<file path="src/common/calc_defines.svh">
// Widths and radix are fixed for a 16-bit decimal keypad and are not meant to be overridden
`ifndef CALC_DEFINES_SVH
`define CALC_DEFINES_SVH

// Operand and result width
`define CALC_WIDTH 16

// One keypad digit
`define DIGIT_WIDTH 4

// Decimal entry
`define CALC_RADIX 10

`endif

</file>
<file path="src/common/calc_pkg.sv">
// Operator codes are one-hot apart from op_none and any other code is treated as invalid
`include "calc_defines.svh"

package calc_pkg;

    // Keypad operator level
    typedef enum logic [2:0] {
        op_none = 3'd0,
        op_add  = 3'd1,
        op_sub  = 3'd2,
        op_mul  = 3'd4
    } calc_op_t;

    // Controller sequencing
    typedef enum logic [3:0] {
        idle_accept_first,
        wait_scale_first,
        add_digit_first,
        accept_second,
        wait_scale_second,
        add_digit_second,
        issue_op,
        wait_op,
        show_sum,
        show_product
    } calc_state_t;

    // Request to either arithmetic unit, the multiplier ignores sub
    typedef struct packed {
        logic [`CALC_WIDTH-1:0] a;
        logic [`CALC_WIDTH-1:0] b;
        logic                   sub;
    } arith_req_t;

endpackage

</file>
<file path="src/calc/calc_controller.sv">
// Keypad and operator inputs must hold from the read strobe until the digit has been added
`timescale 1ns/1ps
`include "calc_defines.svh"

module calc_controller
    import calc_pkg::*;
(
    input  logic                    clk,
    input  logic                    nRST,
    input  logic [`DIGIT_WIDTH-1:0] keypad_input,
    input  logic                    read_input,
    input  calc_op_t                operator_input,
    input  logic                    equal_input,
    output arith_req_t              alu_req,
    output logic                    alu_start,
    input  logic [`CALC_WIDTH-1:0]  alu_result,
    input  logic                    alu_finish,
    output arith_req_t              mul_req,
    output logic                    mul_start,
    input  logic [`CALC_WIDTH-1:0]  mul_result,
    input  logic                    mul_finish,
    output logic                    complete,
    output logic [`CALC_WIDTH-1:0]  display_output
);

    calc_state_t state, next_state;

    logic [`CALC_WIDTH-1:0] operand_a;
    logic [`CALC_WIDTH-1:0] operand_b;
    logic [`CALC_WIDTH-1:0] digit_ext;
    logic                   scale_launch;
    logic                   op_valid;
    logic                   op_is_alu;

    assign digit_ext = {{(`CALC_WIDTH - `DIGIT_WIDTH){1'b0}}, keypad_input};

    // Reads only count in the two accept states
    assign scale_launch = read_input &&
                          (state == idle_accept_first || state == accept_second);

    assign op_is_alu = (operator_input == op_add) || (operator_input == op_sub);
    assign op_valid  = op_is_alu || (operator_input == op_mul);

    always_comb begin
        next_state = state;
        case (state)
            idle_accept_first:
                if (read_input) next_state = wait_scale_first;
            wait_scale_first:
                if (mul_finish) next_state = add_digit_first;
            add_digit_first:
                next_state = (operator_input != op_none) ? accept_second : idle_accept_first;
            accept_second:
                if (read_input) next_state = wait_scale_second;
            wait_scale_second:
                if (mul_finish) next_state = add_digit_second;
            add_digit_second:
                next_state = equal_input ? issue_op : accept_second;
            issue_op:
                next_state = op_valid ? wait_op : idle_accept_first;
            wait_op: begin
                if (alu_finish) begin
                    next_state = show_sum;
                end else if (mul_finish) begin
                    next_state = show_product;
                end
            end
            show_sum, show_product:
                next_state = idle_accept_first;
            default:
                next_state = idle_accept_first;
        endcase
    end

    always_ff @(posedge clk or negedge nRST) begin
        if (!nRST) begin
            state          <= idle_accept_first;
            operand_a      <= '0;
            operand_b      <= '0;
            alu_start      <= 1'b0;
            mul_start      <= 1'b0;
            complete       <= 1'b0;
            display_output <= '0;
        end else begin
            state     <= next_state;
            alu_start <= (state == issue_op) && op_is_alu;
            mul_start <= scale_launch || ((state == issue_op) && (operator_input == op_mul));
            complete  <= (state == show_sum) || (state == show_product);

            case (state)
                wait_scale_first:
                    if (mul_finish) operand_a <= mul_result;
                add_digit_first:
                    operand_a <= operand_a + digit_ext;
                wait_scale_second:
                    if (mul_finish) operand_b <= mul_result;
                add_digit_second:
                    operand_b <= operand_b + digit_ext;
                issue_op: begin
                    // Bad operator abandons the calculation
                    if (!op_valid) begin
                        operand_a <= '0;
                        operand_b <= '0;
                    end
                end
                show_sum: begin
                    display_output <= alu_result;
                    operand_a      <= '0;
                    operand_b      <= '0;
                end
                show_product: begin
                    display_output <= mul_result;
                    operand_a      <= '0;
                    operand_b      <= '0;
                end
                default: ;
            endcase
        end
    end

    // Multiplier is shared between digit scaling and the multiply operation
    always_ff @(posedge clk) begin
        if (scale_launch) begin
            mul_req <= '{a: (state == accept_second) ? operand_b : operand_a,
                         b: `CALC_WIDTH'(`CALC_RADIX),
                         sub: 1'b0};
        end else if (state == issue_op) begin
            mul_req <= '{a: operand_a, b: operand_b, sub: 1'b0};
        end
        if (state == issue_op) begin
            alu_req <= '{a: operand_a, b: operand_b, sub: (operator_input == op_sub)};
        end
    end

    // Result only follows a unit finish through a show state
    a_complete_after_show: assert property (@(posedge clk) disable iff (!nRST)
        complete |-> ($past(alu_finish, 2) || $past(mul_finish, 2)));

    a_single_start: assert property (@(posedge clk) disable iff (!nRST)
        !(alu_start && mul_start));

endmodule

</file>
<file path="src/verilog/add_sub_unit.sv">
// Unsigned add or subtract that wraps modulo 2^16 and reports no overflow or borrow
`timescale 1ns/1ps
`include "calc_defines.svh"

module add_sub_unit
    import calc_pkg::*;
(
    input  logic                   clk,
    input  logic                   nRST,
    input  arith_req_t             req,
    input  logic                   start,
    output logic [`CALC_WIDTH-1:0] result,
    output logic                   finish
);

    logic [`CALC_WIDTH-1:0] sum;

    // Borrow wraps around on underflow
    assign sum = req.sub ? (req.a - req.b) : (req.a + req.b);

    always_ff @(posedge clk) begin
        if (start) begin
            result <= sum;
        end
    end

    always_ff @(posedge clk or negedge nRST) begin
        if (!nRST) begin
            finish <= 1'b0;
        end else begin
            finish <= start;
        end
    end

endmodule

</file>
<file path="src/verilog/keypad_calculator.sv">
// Strobes outside the accept states are dropped and there is no back-pressure
`timescale 1ns/1ps
`include "calc_defines.svh"

module keypad_calculator
    import calc_pkg::*;
(
    input  logic                    clk,
    input  logic                    nRST,
    input  logic [`DIGIT_WIDTH-1:0] keypad_input,
    input  logic                    read_input,
    input  calc_op_t                operator_input,
    input  logic                    equal_input,
    output logic                    complete,
    output logic [`CALC_WIDTH-1:0]  display_output
);

    arith_req_t             alu_req;
    arith_req_t             mul_req;
    logic                   alu_start;
    logic                   alu_finish;
    logic                   mul_start;
    logic                   mul_finish;
    logic [`CALC_WIDTH-1:0] alu_result;
    logic [`CALC_WIDTH-1:0] mul_result;

    calc_controller calc_controller_inst (
        .clk            (clk),
        .nRST           (nRST),
        .keypad_input   (keypad_input),
        .read_input     (read_input),
        .operator_input (operator_input),
        .equal_input    (equal_input),
        .alu_req        (alu_req),
        .alu_start      (alu_start),
        .alu_result     (alu_result),
        .alu_finish     (alu_finish),
        .mul_req        (mul_req),
        .mul_start      (mul_start),
        .mul_result     (mul_result),
        .mul_finish     (mul_finish),
        .complete       (complete),
        .display_output (display_output)
    );

    add_sub_unit add_sub_unit_inst (
        .clk    (clk),
        .nRST   (nRST),
        .req    (alu_req),
        .start  (alu_start),
        .result (alu_result),
        .finish (alu_finish)
    );

    shift_add_multiplier shift_add_multiplier_inst (
        .clk    (clk),
        .nRST   (nRST),
        .req    (mul_req),
        .start  (mul_start),
        .result (mul_result),
        .finish (mul_finish)
    );

endmodule

</file>
<file path="src/verilog/shift_add_multiplier.sv">
// Keeps only the low 16 product bits and a start while busy is a protocol error
`timescale 1ns/1ps
`include "calc_defines.svh"

module shift_add_multiplier
    import calc_pkg::*;
(
    input  logic                   clk,
    input  logic                   nRST,
    input  arith_req_t             req,
    input  logic                   start,
    output logic [`CALC_WIDTH-1:0] result,
    output logic                   finish
);

    localparam int STEP_W = $clog2(`CALC_WIDTH) + 1;
    localparam logic [STEP_W-1:0] LAST_STEP = STEP_W'(`CALC_WIDTH);

    logic [`CALC_WIDTH-1:0] mcand;
    logic [`CALC_WIDTH-1:0] mplier;
    logic [`CALC_WIDTH-1:0] acc;
    logic [STEP_W-1:0]      step;
    logic                   busy;
    logic                   done_step;

    assign done_step = busy && (step == LAST_STEP);

    // Loading counts as the first step, bit 0 of the multiplier
    always_ff @(posedge clk) begin
        if (start) begin
            acc    <= req.b[0] ? req.a : '0;
            mcand  <= req.a << 1;
            mplier <= req.b >> 1;
        end else if (busy && !done_step) begin
            if (mplier[0]) begin
                acc <= acc + mcand;
            end
            mcand  <= mcand << 1;
            mplier <= mplier >> 1;
        end
        if (done_step) begin
            result <= acc;
        end
    end

    always_ff @(posedge clk or negedge nRST) begin
        if (!nRST) begin
            busy   <= 1'b0;
            step   <= '0;
            finish <= 1'b0;
        end else begin
            finish <= 1'b0;
            if (start) begin
                busy <= 1'b1;
                step <= STEP_W'(1);
            end else if (done_step) begin
                busy   <= 1'b0;
                finish <= 1'b1;
            end else if (busy) begin
                step <= step + 1'b1;
            end
        end
    end

    a_no_start_busy: assert property (@(posedge clk) disable iff (!nRST)
        start |-> !busy);

    a_fixed_latency: assert property (@(posedge clk) disable iff (!nRST)
        start |-> ##17 finish);

endmodule
</file>
<file path="config.mk">
export PLATFORM = sky130hd
export DESIGN_NAME = keypad_calculator
export DESIGN_NICKNAME = d
export VERILOG_FILES = /design/src/common/calc_pkg.sv /design/src/calc/calc_controller.sv /design/src/verilog/add_sub_unit.sv /design/src/verilog/keypad_calculator.sv /design/src/verilog/shift_add_multiplier.sv
export VERILOG_INCLUDE_DIRS = /design/src /design/src/common
export SDC_FILE = /design/constraint.sdc
export NUM_CORES = 1
export LEC_CHECK = 0
export BUFFER_PORTS_ARGS = -buffer_cell sky130_fd_sc_hd__buf_2
export CAP_MARGIN = 20
export CORE_ASPECT_RATIO = 1.4
export CORE_MARGIN = 2
export CORE_UTILIZATION = 55
export DETAILED_ROUTE_END_ITERATION = 7
export PLACE_DENSITY = 0.72
export SLEW_MARGIN = 20
export SYNTH_ARGS = -nofsm -noshare
export SYNTH_HDL_FRONTEND = slang
export SYNTH_SLANG_ARGS = --single-unit
</file>
<file path="constraint.sdc">
create_clock -name clk -period 8.7 [get_ports clk]
set_input_delay 1.74 -clock clk [delete_from_list [all_inputs] [get_ports clk]]
set_output_delay 1.74 -clock clk [all_outputs]
set_load 0.03 [all_outputs]
</file>
==> results.json, run 1 <==
{
  "pin_count": 28,
  "max_freq_mhz": 279,
  "clkSlewWorstSetupHoldPaths_ns": 0.06,
  "hold-worst-slack_ns": 0.421,
  "synth_edf_count": 127,
  "critPathRequiredTime_ns": 9.07,
  "reg2reg_slack_ns": 5.11,
  "fin_skew_ns": 0.0154,
  "place.gp.congestion": 0.894,
  "cellPowerDensity_nw_per_um2": 353,
  "grt_max_degree": 64,
  "drc": 0,
  "hold_path_end": "shift_add_multiplier_inst.result[0]",
  "post-place-ws_ns": 4.95,
  "finalSetupTns_ns": 0,
  "grt-ovfl-total": 0,
  "syn_to_final_growth_pct": 8.98,
  "postSynth.asyncResetShare_pct": 30.6,
  "critical_path_arrival_ns": 3.96,
  "h-tree-depth": 1,
  "layout.nets": 1002,
  "grt_pass1_vias": 7228,
  "coreArea_um2": 18600,
  "antenna_left": 0,
  "syn_nets": 993,
  "ir_worst_vdd_mv": 0.266,
  "clk_path_buf_depth": 3,
  "tritoncts": "done",
  "firstDrtPassIters": 5,
  "wl_met2_mm": 11.4,
  "worstHoldStart": "shift_add_multiplier_inst.acc[0]",
  "dr.max_layer_used": "met4",
  "crit_fanout": 53,
  "wl_met1_mm": 9.23,
  "final-setup-viol-count": 0,
  "final.period_utilization_pct": 41.2,
  "clock-sinks": 206,
  "post_cts_resized": 0,
  "vias": 7195,
  "portBuffers": 27,
  "vias_per_cell": 5.97,
  "maxCapViolCount": 0,
  "wl_mm": 22.4,
  "synth_warnings": 0,
  "postCtsHoldBufs": 0,
  "hold_class": "reg -> reg",
  "leakage_nw": 4.57,
  "path_class": "reg -> reg",
  "initial_core_util_pct": 56.2,
  "postCtsSetupBuffers": 0,
  "tightest_slew_ns": 1.10,
  "r2r-end": "calc_controller_inst.operand_a[12]",
  "die_y_um": 167,
  "cp-end-kind": "flop",
  "dominantRegCellSynth": "edfxtp_1",
  "r2r_cells": 8,
  "syn_area_um2": 10500,
  "grt_pass1_wl_mm": 36.5,
  "grt_usage_pct": 22.6,
  "finalMaxSlewViolations": 0,
  "numCtsBuffers": 21,
  "clk_latency_ns": 0.50,
  "hold_viol": 0,
  "cts-root-buf": "clkbuf_16",
  "avgRoutedWirePerCell_um": 18.6,
  "outcome": "finished, final reports clean",
  "synth_cell_types": 72,
  "post_route_cells_drive_above_1_share_pct": 11.7,
  "synth-seq-cells": 206,
  "critPathLaunchType": "flop",
  "final_util_pct": 61.3,
  "wl_met3_mm": 1.01,
  "die_area_um2": 20200,
  "holdPathStages": 0,
  "setup_ws_ns": 5.11,
  "rsz0062_at_grt": "no",
  "final.min_clock_period_ns": 3.59,
  "drt-initial-drc-count": 458,
  "antennaDiodeCount": 0,
  "die_w_um": 121,
  "relSlewSlack_pct": 26.8,
  "r2r_start": "calc_controller_inst.state[2]",
  "synthCells": 938,
  "synth.avg_cell_area_um2": 11.2,
  "yosysSeqAreaShare_pct": 54.6,
  "row_count": 59,
  "antenna_found_initial": 0,
  "dp_hpwl_mm": 16.0,
  "finalPower_mw": 4.03
}
==> report_power, final <==
part | switching (mW) | internal [mW] | total, mW | leakage, nW
Clock | 0.367 | 0.511 | 0.878 | 0.324
Sequential | 0.261 | 1.45 | 1.71 | 2.18
Combinational | 0.848 | 0.587 | 1.43 | 2.06
Total | 1.48 | 2.55 | 4.03 | 4.57
==> sequential cells by signal (all words and copies together) (netlist names) <==
signal	cells
calc_controller_inst.display_output	16
add_sub_unit_inst.finish	1
calc_controller_inst.alu_start	1
shift_add_multiplier_inst.mcand	15
shift_add_multiplier_inst.step	5
calc_controller_inst.operand_b	16
calc_controller_inst.alu_req	33
shift_add_multiplier_inst.mplier	15
shift_add_multiplier_inst.finish	1
add_sub_unit_inst.result	16
calc_controller_inst.operand_a	16
calc_controller_inst.complete	1
shift_add_multiplier_inst.result	16
calc_controller_inst.state	4
shift_add_multiplier_inst.acc	16
calc_controller_inst.mul_req	32
calc_controller_inst.mul_start	1
shift_add_multiplier_inst.busy	1
==> cell families after synthesis <==
logic type / Yosys count / share of synthesized area (%)
AOI/OAI and AO/OA: 271 / 16.5
buffers and inverters: 72 / 3.00
muxes: 48 / 4.92
and+or+nand+nor: 249 / 11.5
adders and majority gates: 44 / 5.55
DFF: 206 / 54.6
xor gates and xnor gates: 48 / 4.02
==> synth_stat cells (all sizes together) (2+ instances only) <==
library cell | number | area share (%)
clkbuf | 17 | 0.61
o31a | 5 | 0.42
nand2 | 89 | 3.2
xor2 | 16 | 1.3
o21a | 3 | 0.23
nand4 | 7 | 0.42
mux2i | 21 | 2.0
buf | 30 | 1.5
a21oi | 78 | 3.8
o211ai | 3 | 0.22
nor3 | 21 | 1.1
nor2b | 5 | 0.30
o21ai | 85 | 4.1
inv | 25 | 0.90
nand3 | 14 | 0.67
dfrtp | 63 | 15
a211oi | 7 | 0.55
and3 | 10 | 0.60
nor2 | 64 | 2.4
xnor2 | 32 | 2.7
dfxtp | 16 | 3.1
a31oi | 15 | 0.90
a22oi | 12 | 0.86
o22ai | 3 | 0.18
nor4b | 2 | 0.17
nand2b | 16 | 0.96
a21o | 16 | 1.1
fa | 4 | 0.77
a32oi | 4 | 0.33
a41oi | 2 | 0.17
a22o | 15 | 1.3
nor4 | 3 | 0.18
o311ai | 5 | 0.56
mux2 | 27 | 2.9
a221oi | 2 | 0.29
nor3b | 3 | 0.32
ha | 40 | 4.8
and2 | 9 | 0.56
o21bai | 5 | 0.36
edfxtp | 127 | 36
==> worst max path at each step <==
stage                     depth (start not counted)                     startpoint  slack (ns)                                  to
after global routing                              9  calc_controller_inst.state[1]        4.84  calc_controller_inst.operand_a[12]
after CTS                                         8  calc_controller_inst.state[2]        5.02  calc_controller_inst.operand_a[12]
final                                             8  calc_controller_inst.state[2]        5.11  calc_controller_inst.operand_a[12]
after floorplan                                   8                keypad_input[0]        5.32  calc_controller_inst.operand_a[14]
after detailed placement                          8                keypad_input[1]        4.95  calc_controller_inst.operand_b[13]
after global placement                            9                keypad_input[0]        5.02  calc_controller_inst.operand_a[14]
==> placed cells by master, fill, tap and decap left out, types with 8 or more instances in the layout <==
cell / n
nor3_1: 18
dfrtp_1: 62
nand3_1: 14
and3_1: 10
and2_1: 8
a21o_1: 16
dfxtp_1: 16
nand2_1: 89
xnor2_1: 32
a22oi_1: 12
nor2_1: 61
clkbuf_16: 21
a22o_1: 15
mux2_2: 27
buf_2: 27
o21ai_0: 37
mux2i_1: 21
a21oi_1: 77
inv_1: 23
a31oi_1: 15
ha_1: 40
edfxtp_1: 127
xor2_1: 16
o21ai_1: 46
nand2b_1: 16
==> metal layers <==
metal  global-route usage (%)  vias to the layer above
li1                         -                     3468
met1                     28.0                     3510
met2                     39.9                      176
met3                     2.96                       41
met4                     8.75                        0
met5                        0                        -
==> final cells by class <==
class                           instances  area (um2)
Tap cell                              244         305
Fill cell                            1497        7200
Multi-Input combinational cell        660        4450
Clock inverter                          6        62.6
Sequential cell                       206        5710
Timing Repair Buffer                   33         180
Inverter                               25        93.8
Clock buffer                           31         603
==> worst max-delay path: stages, from the launching register on <==
cell	delay (ns)
dfrtp_1	0.65
and2b_1	0.23
nand2_1	0.40
inv_2	0.91
o211ai_1	0.40
o21ai_4	0.40
nor3_1	0.16
a32oi_1	0.21
nand2_1	0.08
==> stage by stage <==
stage               instances  instance area (um2)
detailed placement       1168                10700
finish                   1205                11400
global placement         1168                10700
CTS                      1205                11400
floorplan                 938                10500
global route             1205                11400
No activity file was read; power rests on OpenSTA's default activity.
==> run 2: changes to the inputs <==
PLACE_DENSITY = 0.74   (was 0.72)
clock period = 3.22 ns   (was 8.7 ns; I/O delays follow)
==> run 2 against run 1 <==
Against the previous run:
- combinational power increased to 2.7 times the previous value
- total power increased to 2.7 times the previous value
- via count increased by 2.0%
- setup slack got worse by 4.9 ns
- die area unchanged
- sequential power increased to 2.7 times the previous value
- fmax increased by 18%
- count of clock-buffer cells in the layout decreased by 2
==> results.json, run 2 (same netlist as run 1, synthesis figures left out) <==
{
  "outcome": "finished, final reports clean",
  "maxCapViolCount": 0,
  "grt_pass1_vias": 7310,
  "cp-end-kind": "flop",
  "place.gp.congestion": 0.896,
  "clk_latency_ns": 0.50,
  "antennaDiodeCount": 0,
  "top_regs": "calc_controller_inst.alu_req: 33 flops, calc_controller_inst.mul_req: 32 flops",
  "hold-worst-slack_ns": 0.192,
  "final_area_um2": 11600,
  "dp_hpwl_mm": 16.3,
  "drt-initial-drc-count": 492,
  "placed_area_um2": 10900,
  "top_register": "calc_controller_inst.alu_req",
  "drc": 0,
  "avgRoutedWirePerCell_um": 18.7,
  "pin_count": 28,
  "grt_max_degree": 49,
  "largest_reg_flops": 33,
  "clkSlewWorstSetupHoldPaths_ns": 0.06,
  "layout.nets": 1018,
  "final.min_clock_period_ns": 3.04,
  "antenna_found_initial": 0,
  "crit_fanout": 4,
  "cts-root-buf": "clkbuf_16",
  "final_cell_mix": "127 x edfxtp_1, 89 x nand2_1, 77 x a21oi_1",
  "leakage_nw": 4.67,
  "rsz0062_at_grt": "no",
  "hold_viol": 0,
  "p_seq_share_pct": 42.4,
  "critical_path_arrival_ns": 3.27,
  "vias": 7339,
  "final.period_utilization_pct": 94.5,
  "die_w_um": 121,
  "swShare_pct": 36.4,
  "syn_to_final_growth_pct": 10.6,
  "dp.cells": 1183,
  "wl_mm": 22.9,
  "initial_core_util_pct": 56.2,
  "final_cell_count_no_fill": 1221,
  "clk_path_buf_depth": 3,
  "die_area_um2": 20200,
  "final-setup-viol-count": 0,
  "coreArea_um2": 18600,
  "clock-sinks": 206,
  "n_fill_cell": 1488,
  "combPwrFrac_pct": 35.5,
  "firstDrtPassIters": 5,
  "grt_usage_pct": 23.0,
  "p_switching_mw": 4.03,
  "finalSetupTns_ns": 0,
  "relSlewSlack_pct": 41.1,
  "grt-ovfl-total": 0,
  "finalMaxSlewViolations": 0,
  "die_y_um": 167,
  "portBuffers": 27,
  "path_class": "reg -> reg",
  "max_freq_mhz": 329,
  "critPathRequiredTime_ns": 3.45,
  "post_route_cells_drive_above_1_share_pct": 13.5,
  "hold_class": "in -> async",
  "row_count": 59,
  "fin_skew_ns": 0.0137,
  "p_clk_share_pct": 22.2,
  "grt_pass1_wl_mm": 36.8,
  "ir_worst_vdd_mv": 0.466,
  "vias_per_cell": 6.01,
  "p_int_mw": 7.04,
  "critPathLaunchType": "flop",
  "h-tree-depth": 1,
  "cellPowerDensity_nw_per_um2": 956,
  "final_common_cell": "edfxtp_1",
  "antenna_left": 0,
  "numCtsBuffers": 21,
  "tightest_slew_ns": 0.879,
  "tritoncts": "done",
  "postCtsHoldBufs": 0
}
## run 2: power by group through the flow
stage | Clock (mW) | Sequential, mW | Combinational [mW]
6_report | 2.45 | 4.69 | 3.92
5_1_grt | 2.60 | 4.80 | 4.38
4_1_cts | 2.49 | 4.67 | 3.93
3_5_place_dp | 0 | 4.71 | 3.89
3_3_place_gp | 0 | 4.69 | 3.78
2_1_floorplan | 0 | 4.53 | 3.05
## run 2: metrics by stage
step | power, mW | setup WS (ns) | utilization [%]
final | 11.1 | 0.178 | 62.2
after global routing | 11.8 | 0.0261 | 62.2
after CTS | 11.1 | 0.157 | 62.1
after detailed placement | 8.60 | 0.189 | 58.4
after global placement | 8.47 | 0.230 | 58.3
after floorplan | 7.58 | 0.207 | -
## run 2: metal layers
layer,track usage [%],share of wire [%],vias up
met4,9.25,3.6,0
li1,-,-,3509
met1,28.8,41,3603
met2,40.5,51,174
met5,0,0,-
met3,2.55,3.9,53
## run 2: cell type report
type                       instances  area (um2)  area share (%)
multi-input combinational        660        4460            38.5
tap                              244         305            2.64
inverter                          25        93.8           0.811
sequential                       206        5710            49.4
clock buffer                      29         606            5.23
timing repair buffer              49         313            2.70
clock inverter                     8        87.6           0.757
## run 2: worst max-delay path, stage by stage (launching register included)
cell and delay, ns:
edfxtp_1 0.41, or3_4 0.44, nor3_2 0.17, buf_4 0.15, a21oi_1 0.07, xnor2_1 0.13
ha_1 0.30, buf_4 0.12, and2_1 0.20, nand3_1 0.10, o211ai_1 0.29, nor4_1 0.09
nor3_1 0.23, xor2_1 0.09
## run 2: path summary, 6_finish.rpt
| kind | to | slack [ns] | depth (start not counted) | from |
|---|---|---|---|---|
| setup / recovery | add_sub_unit_inst.result[12] | 0.18 | 13 | calc_controller_inst.alu_req[6] |
| hold / removal | calc_controller_inst.display_output[2] | 0.19 | 1 | nRST |
| setup reg to reg | add_sub_unit_inst.result[12] | 0.18 | 13 | calc_controller_inst.alu_req[6] |
| hold reg to reg | shift_add_multiplier_inst.result[0] | 0.42 | 0 | shift_add_multiplier_inst.acc[0] |
| max in group asynchronous | shift_add_multiplier_inst.busy | 2.35 | 2 | nRST |
| min in group clk | calc_controller_inst.alu_start | 0.40 | 2 | operator_input[2] |
## run 2: what timing repair did
item	CTS	global route
buffers inserted	0	1
endpoints found under the setup margin	0	2
gates resized for setup	0	2
==> run 3: changes to the inputs <==
CELL_PAD_IN_SITES_DETAIL_PLACEMENT = 0   (was default)
CELL_PAD_IN_SITES_GLOBAL_PLACEMENT = 2   (was default)
CORE_UTILIZATION = 39   (was 55)
PLACE_DENSITY = default   (was 0.74)
PLACE_DENSITY_LB_ADDON = 0.1   (was default)
==> run 3 against run 2 <==
Against the previous run:
- highest routed layer unchanged
- global-route usage decreased by 4.0 points
- register-to-register slack worse by 0.03 ns
- critical endpoint is now add_sub_unit_inst.result[15]
- fmax fell by 0.88%
- flip-flop and latch count unchanged
- combinational power rose by 2%
- core utilization decreased by 17 points
- setup slack worse by 0.027 ns
- routed wire length grew 14%
==> results.json, run 3 (same netlist as run 1, synthesis figures left out) <==
{
  "outcome": "finished, final reports clean",
  "numCtsBuffers": 22,
  "largest_reg_flops": 33,
  "final-setup-viol-count": 0,
  "critPathRequiredTime_ns": 3.47,
  "path_class": "reg -> reg",
  "firstDrtPassIters": 6,
  "final.min_clock_period_ns": 3.07,
  "relSlewSlack_pct": 25.5,
  "syn_to_final_growth_pct": 12.9,
  "n_fill_cell": 2463,
  "worstPathCellList": "or3_4, nor3_2, buf_4, buf_4, a21oi_1, xnor2_1, ha_1, buf_4, a221o_1, a41o_1, a221oi_2, xnor2_1",
  "vias": 7256,
  "initial_core_util_pct": 39.8,
  "die_area_um2": 28200,
  "post_route_cells_drive_above_1_share_pct": 14.4,
  "h-tree-depth": 1,
  "row_count": 70,
  "place.gp.congestion": 0.840,
  "portBuffers": 27,
  "coreArea_um2": 26300,
  "grt-ovfl-total": 0,
  "slowest_stage": "or3_4",
  "clock-sinks": 206,
  "hold_viol": 0,
  "grt_usage_pct": 19.0,
  "final_cell_mix": "127 x edfxtp_1, 89 x nand2_1, 77 x a21oi_1",
  "antenna_found_initial": 0,
  "drt-initial-drc-count": 365,
  "final_common_cell": "edfxtp_1",
  "top_regs": "calc_controller_inst.alu_req: 33 flops, calc_controller_inst.mul_req: 32 flops",
  "antenna_left": 0,
  "die_w_um": 142,
  "grt_max_degree": 47,
  "top_register": "calc_controller_inst.alu_req",
  "drc": 0,
  "cellPowerDensity_nw_per_um2": 970,
  "dp_hpwl_mm": 19.1,
  "max_stage_delay_ns": 0.43,
  "cp-end-kind": "flop",
  "clk_path_buf_depth": 3,
  "grt_pass1_wl_mm": 41.6,
  "layout.nets": 1025,
  "die_y_um": 198,
  "final_util_pct": 44.9,
  "hold-worst-slack_ns": 0.206,
  "finalMaxSlewViolations": 0,
  "vias_per_cell": 5.54,
  "cts-root-buf": "clkbuf_16",
  "wl_mm": 26.0,
  "antennaDiodeCount": 0,
  "postCtsHoldBufs": 0,
  "maxCapViolCount": 0,
  "hold_class": "in -> async",
  "critical_path_arrival_ns": 3.32,
  "final.period_utilization_pct": 95.3,
  "tritoncts": "done",
  "final_cell_count_no_fill": 1310,
  "tightest_slew_ns": 1.11,
  "clkSlewWorstSetupHoldPaths_ns": 0.06,
  "dp.cells": 1266,
  "crit_fanout": 4,
  "final_area_um2": 11800,
  "leakage_nw": 4.74,
  "placed_area_um2": 11000,
  "ir_worst_vdd_mv": 0.403,
  "path_common_cell": "buf_4",
  "pin_count": 28,
  "critPathLaunchType": "flop",
  "max_freq_mhz": 326,
  "avgRoutedWirePerCell_um": 19.9,
  "fin_skew_ns": 0.0146,
  "finalPower_mw": 11.4,
  "clk_latency_ns": 0.51,
  "grt_pass1_vias": 7371
}
run 3: cell types whose count changed in the layout (fill, tap and decap cells not counted), moves of 2 or more:
cell | previous run | this run
clkbuf_16 | 21 | 23
clkbuf_8 | 5 | 2
clkinv_1 | 2 | 0
bufinv_16 | 2 | 4
buf_4 | 21 | 26
run 3: path summary, 6_finish.rpt:
| kind | slack (ns) | from | endpoint | cells after the start |
|---|---|---|---|---|
| max reg2reg | 0.15 | calc_controller_inst.alu_req[4] | add_sub_unit_inst.result[15] | 12 |
| min reg2reg | 0.43 | shift_add_multiplier_inst.acc[0] | shift_add_multiplier_inst.result[0] | 0 |
| min in group clk | 0.41 | operator_input[2] | calc_controller_inst.alu_start | 2 |
| max in group asynchronous | 2.33 | nRST | calc_controller_inst.operand_b[10] | 2 |
| max | 0.15 | calc_controller_inst.alu_req[4] | add_sub_unit_inst.result[15] | 12 |
| min | 0.21 | nRST | calc_controller_inst.display_output[1] | 1 |
run 3: cell type report:
cell class	count	area [um2]	share of cell area, %
Clock inverter	11	161	1.37
Timing Repair Buffer	55	370	3.14
Multi-Input combinational cell	660	4450	37.7
Tap cell	324	405	3.43
Inverter	25	93.8	0.795
Sequential cell	206	5710	48.4
Clock buffer	29	618	5.23
run 3: per-stage QoR:
step	worst slack, ns	TNS [ns]
after global routing	-0.000468	-0.000468
final	0.151	0
after CTS	0.0339	0
after global placement	0.0782	0
after floorplan	0.207	0
after detailed placement	0.0676	0
run 3: critical path: cells and delay by family, from the launching register on:
family / cells / cell delay [ns]
buf+inv: 3 / 0.39
fa+ha+maj: 1 / 0.28
xor+xnor: 2 / 0.26
flops: 1 / 0.39
compound gates: 4 / 0.89
simple gates: 2 / 0.60
run 3: metal layers:
metal | part of all wire [%] | vias up | track usage (%)
met5 | 0 | - | 0
met3 | 3.6 | 40 | 2.44
li1 | - | 3533 | -
met1 | 42 | 3543 | 23.9
met4 | 2.6 | 0 | 5.50
met2 | 51 | 140 | 34.2
run 3: power by group:
part	internal, mW	leakage (nW)	switching (mW)
sequential	3.92	2.18	0.775
clock	1.68	0.383	1.06
combinational	1.67	2.18	2.34
total	7.27	4.74	4.18
run 3: timing repair:
| action | in CTS | in global routing |
|---|---|---|
| buffers inserted | 0 | 4 |
| setup endpoints to repair | 0 | 4 |
| resized for setup | 0 | 3 |
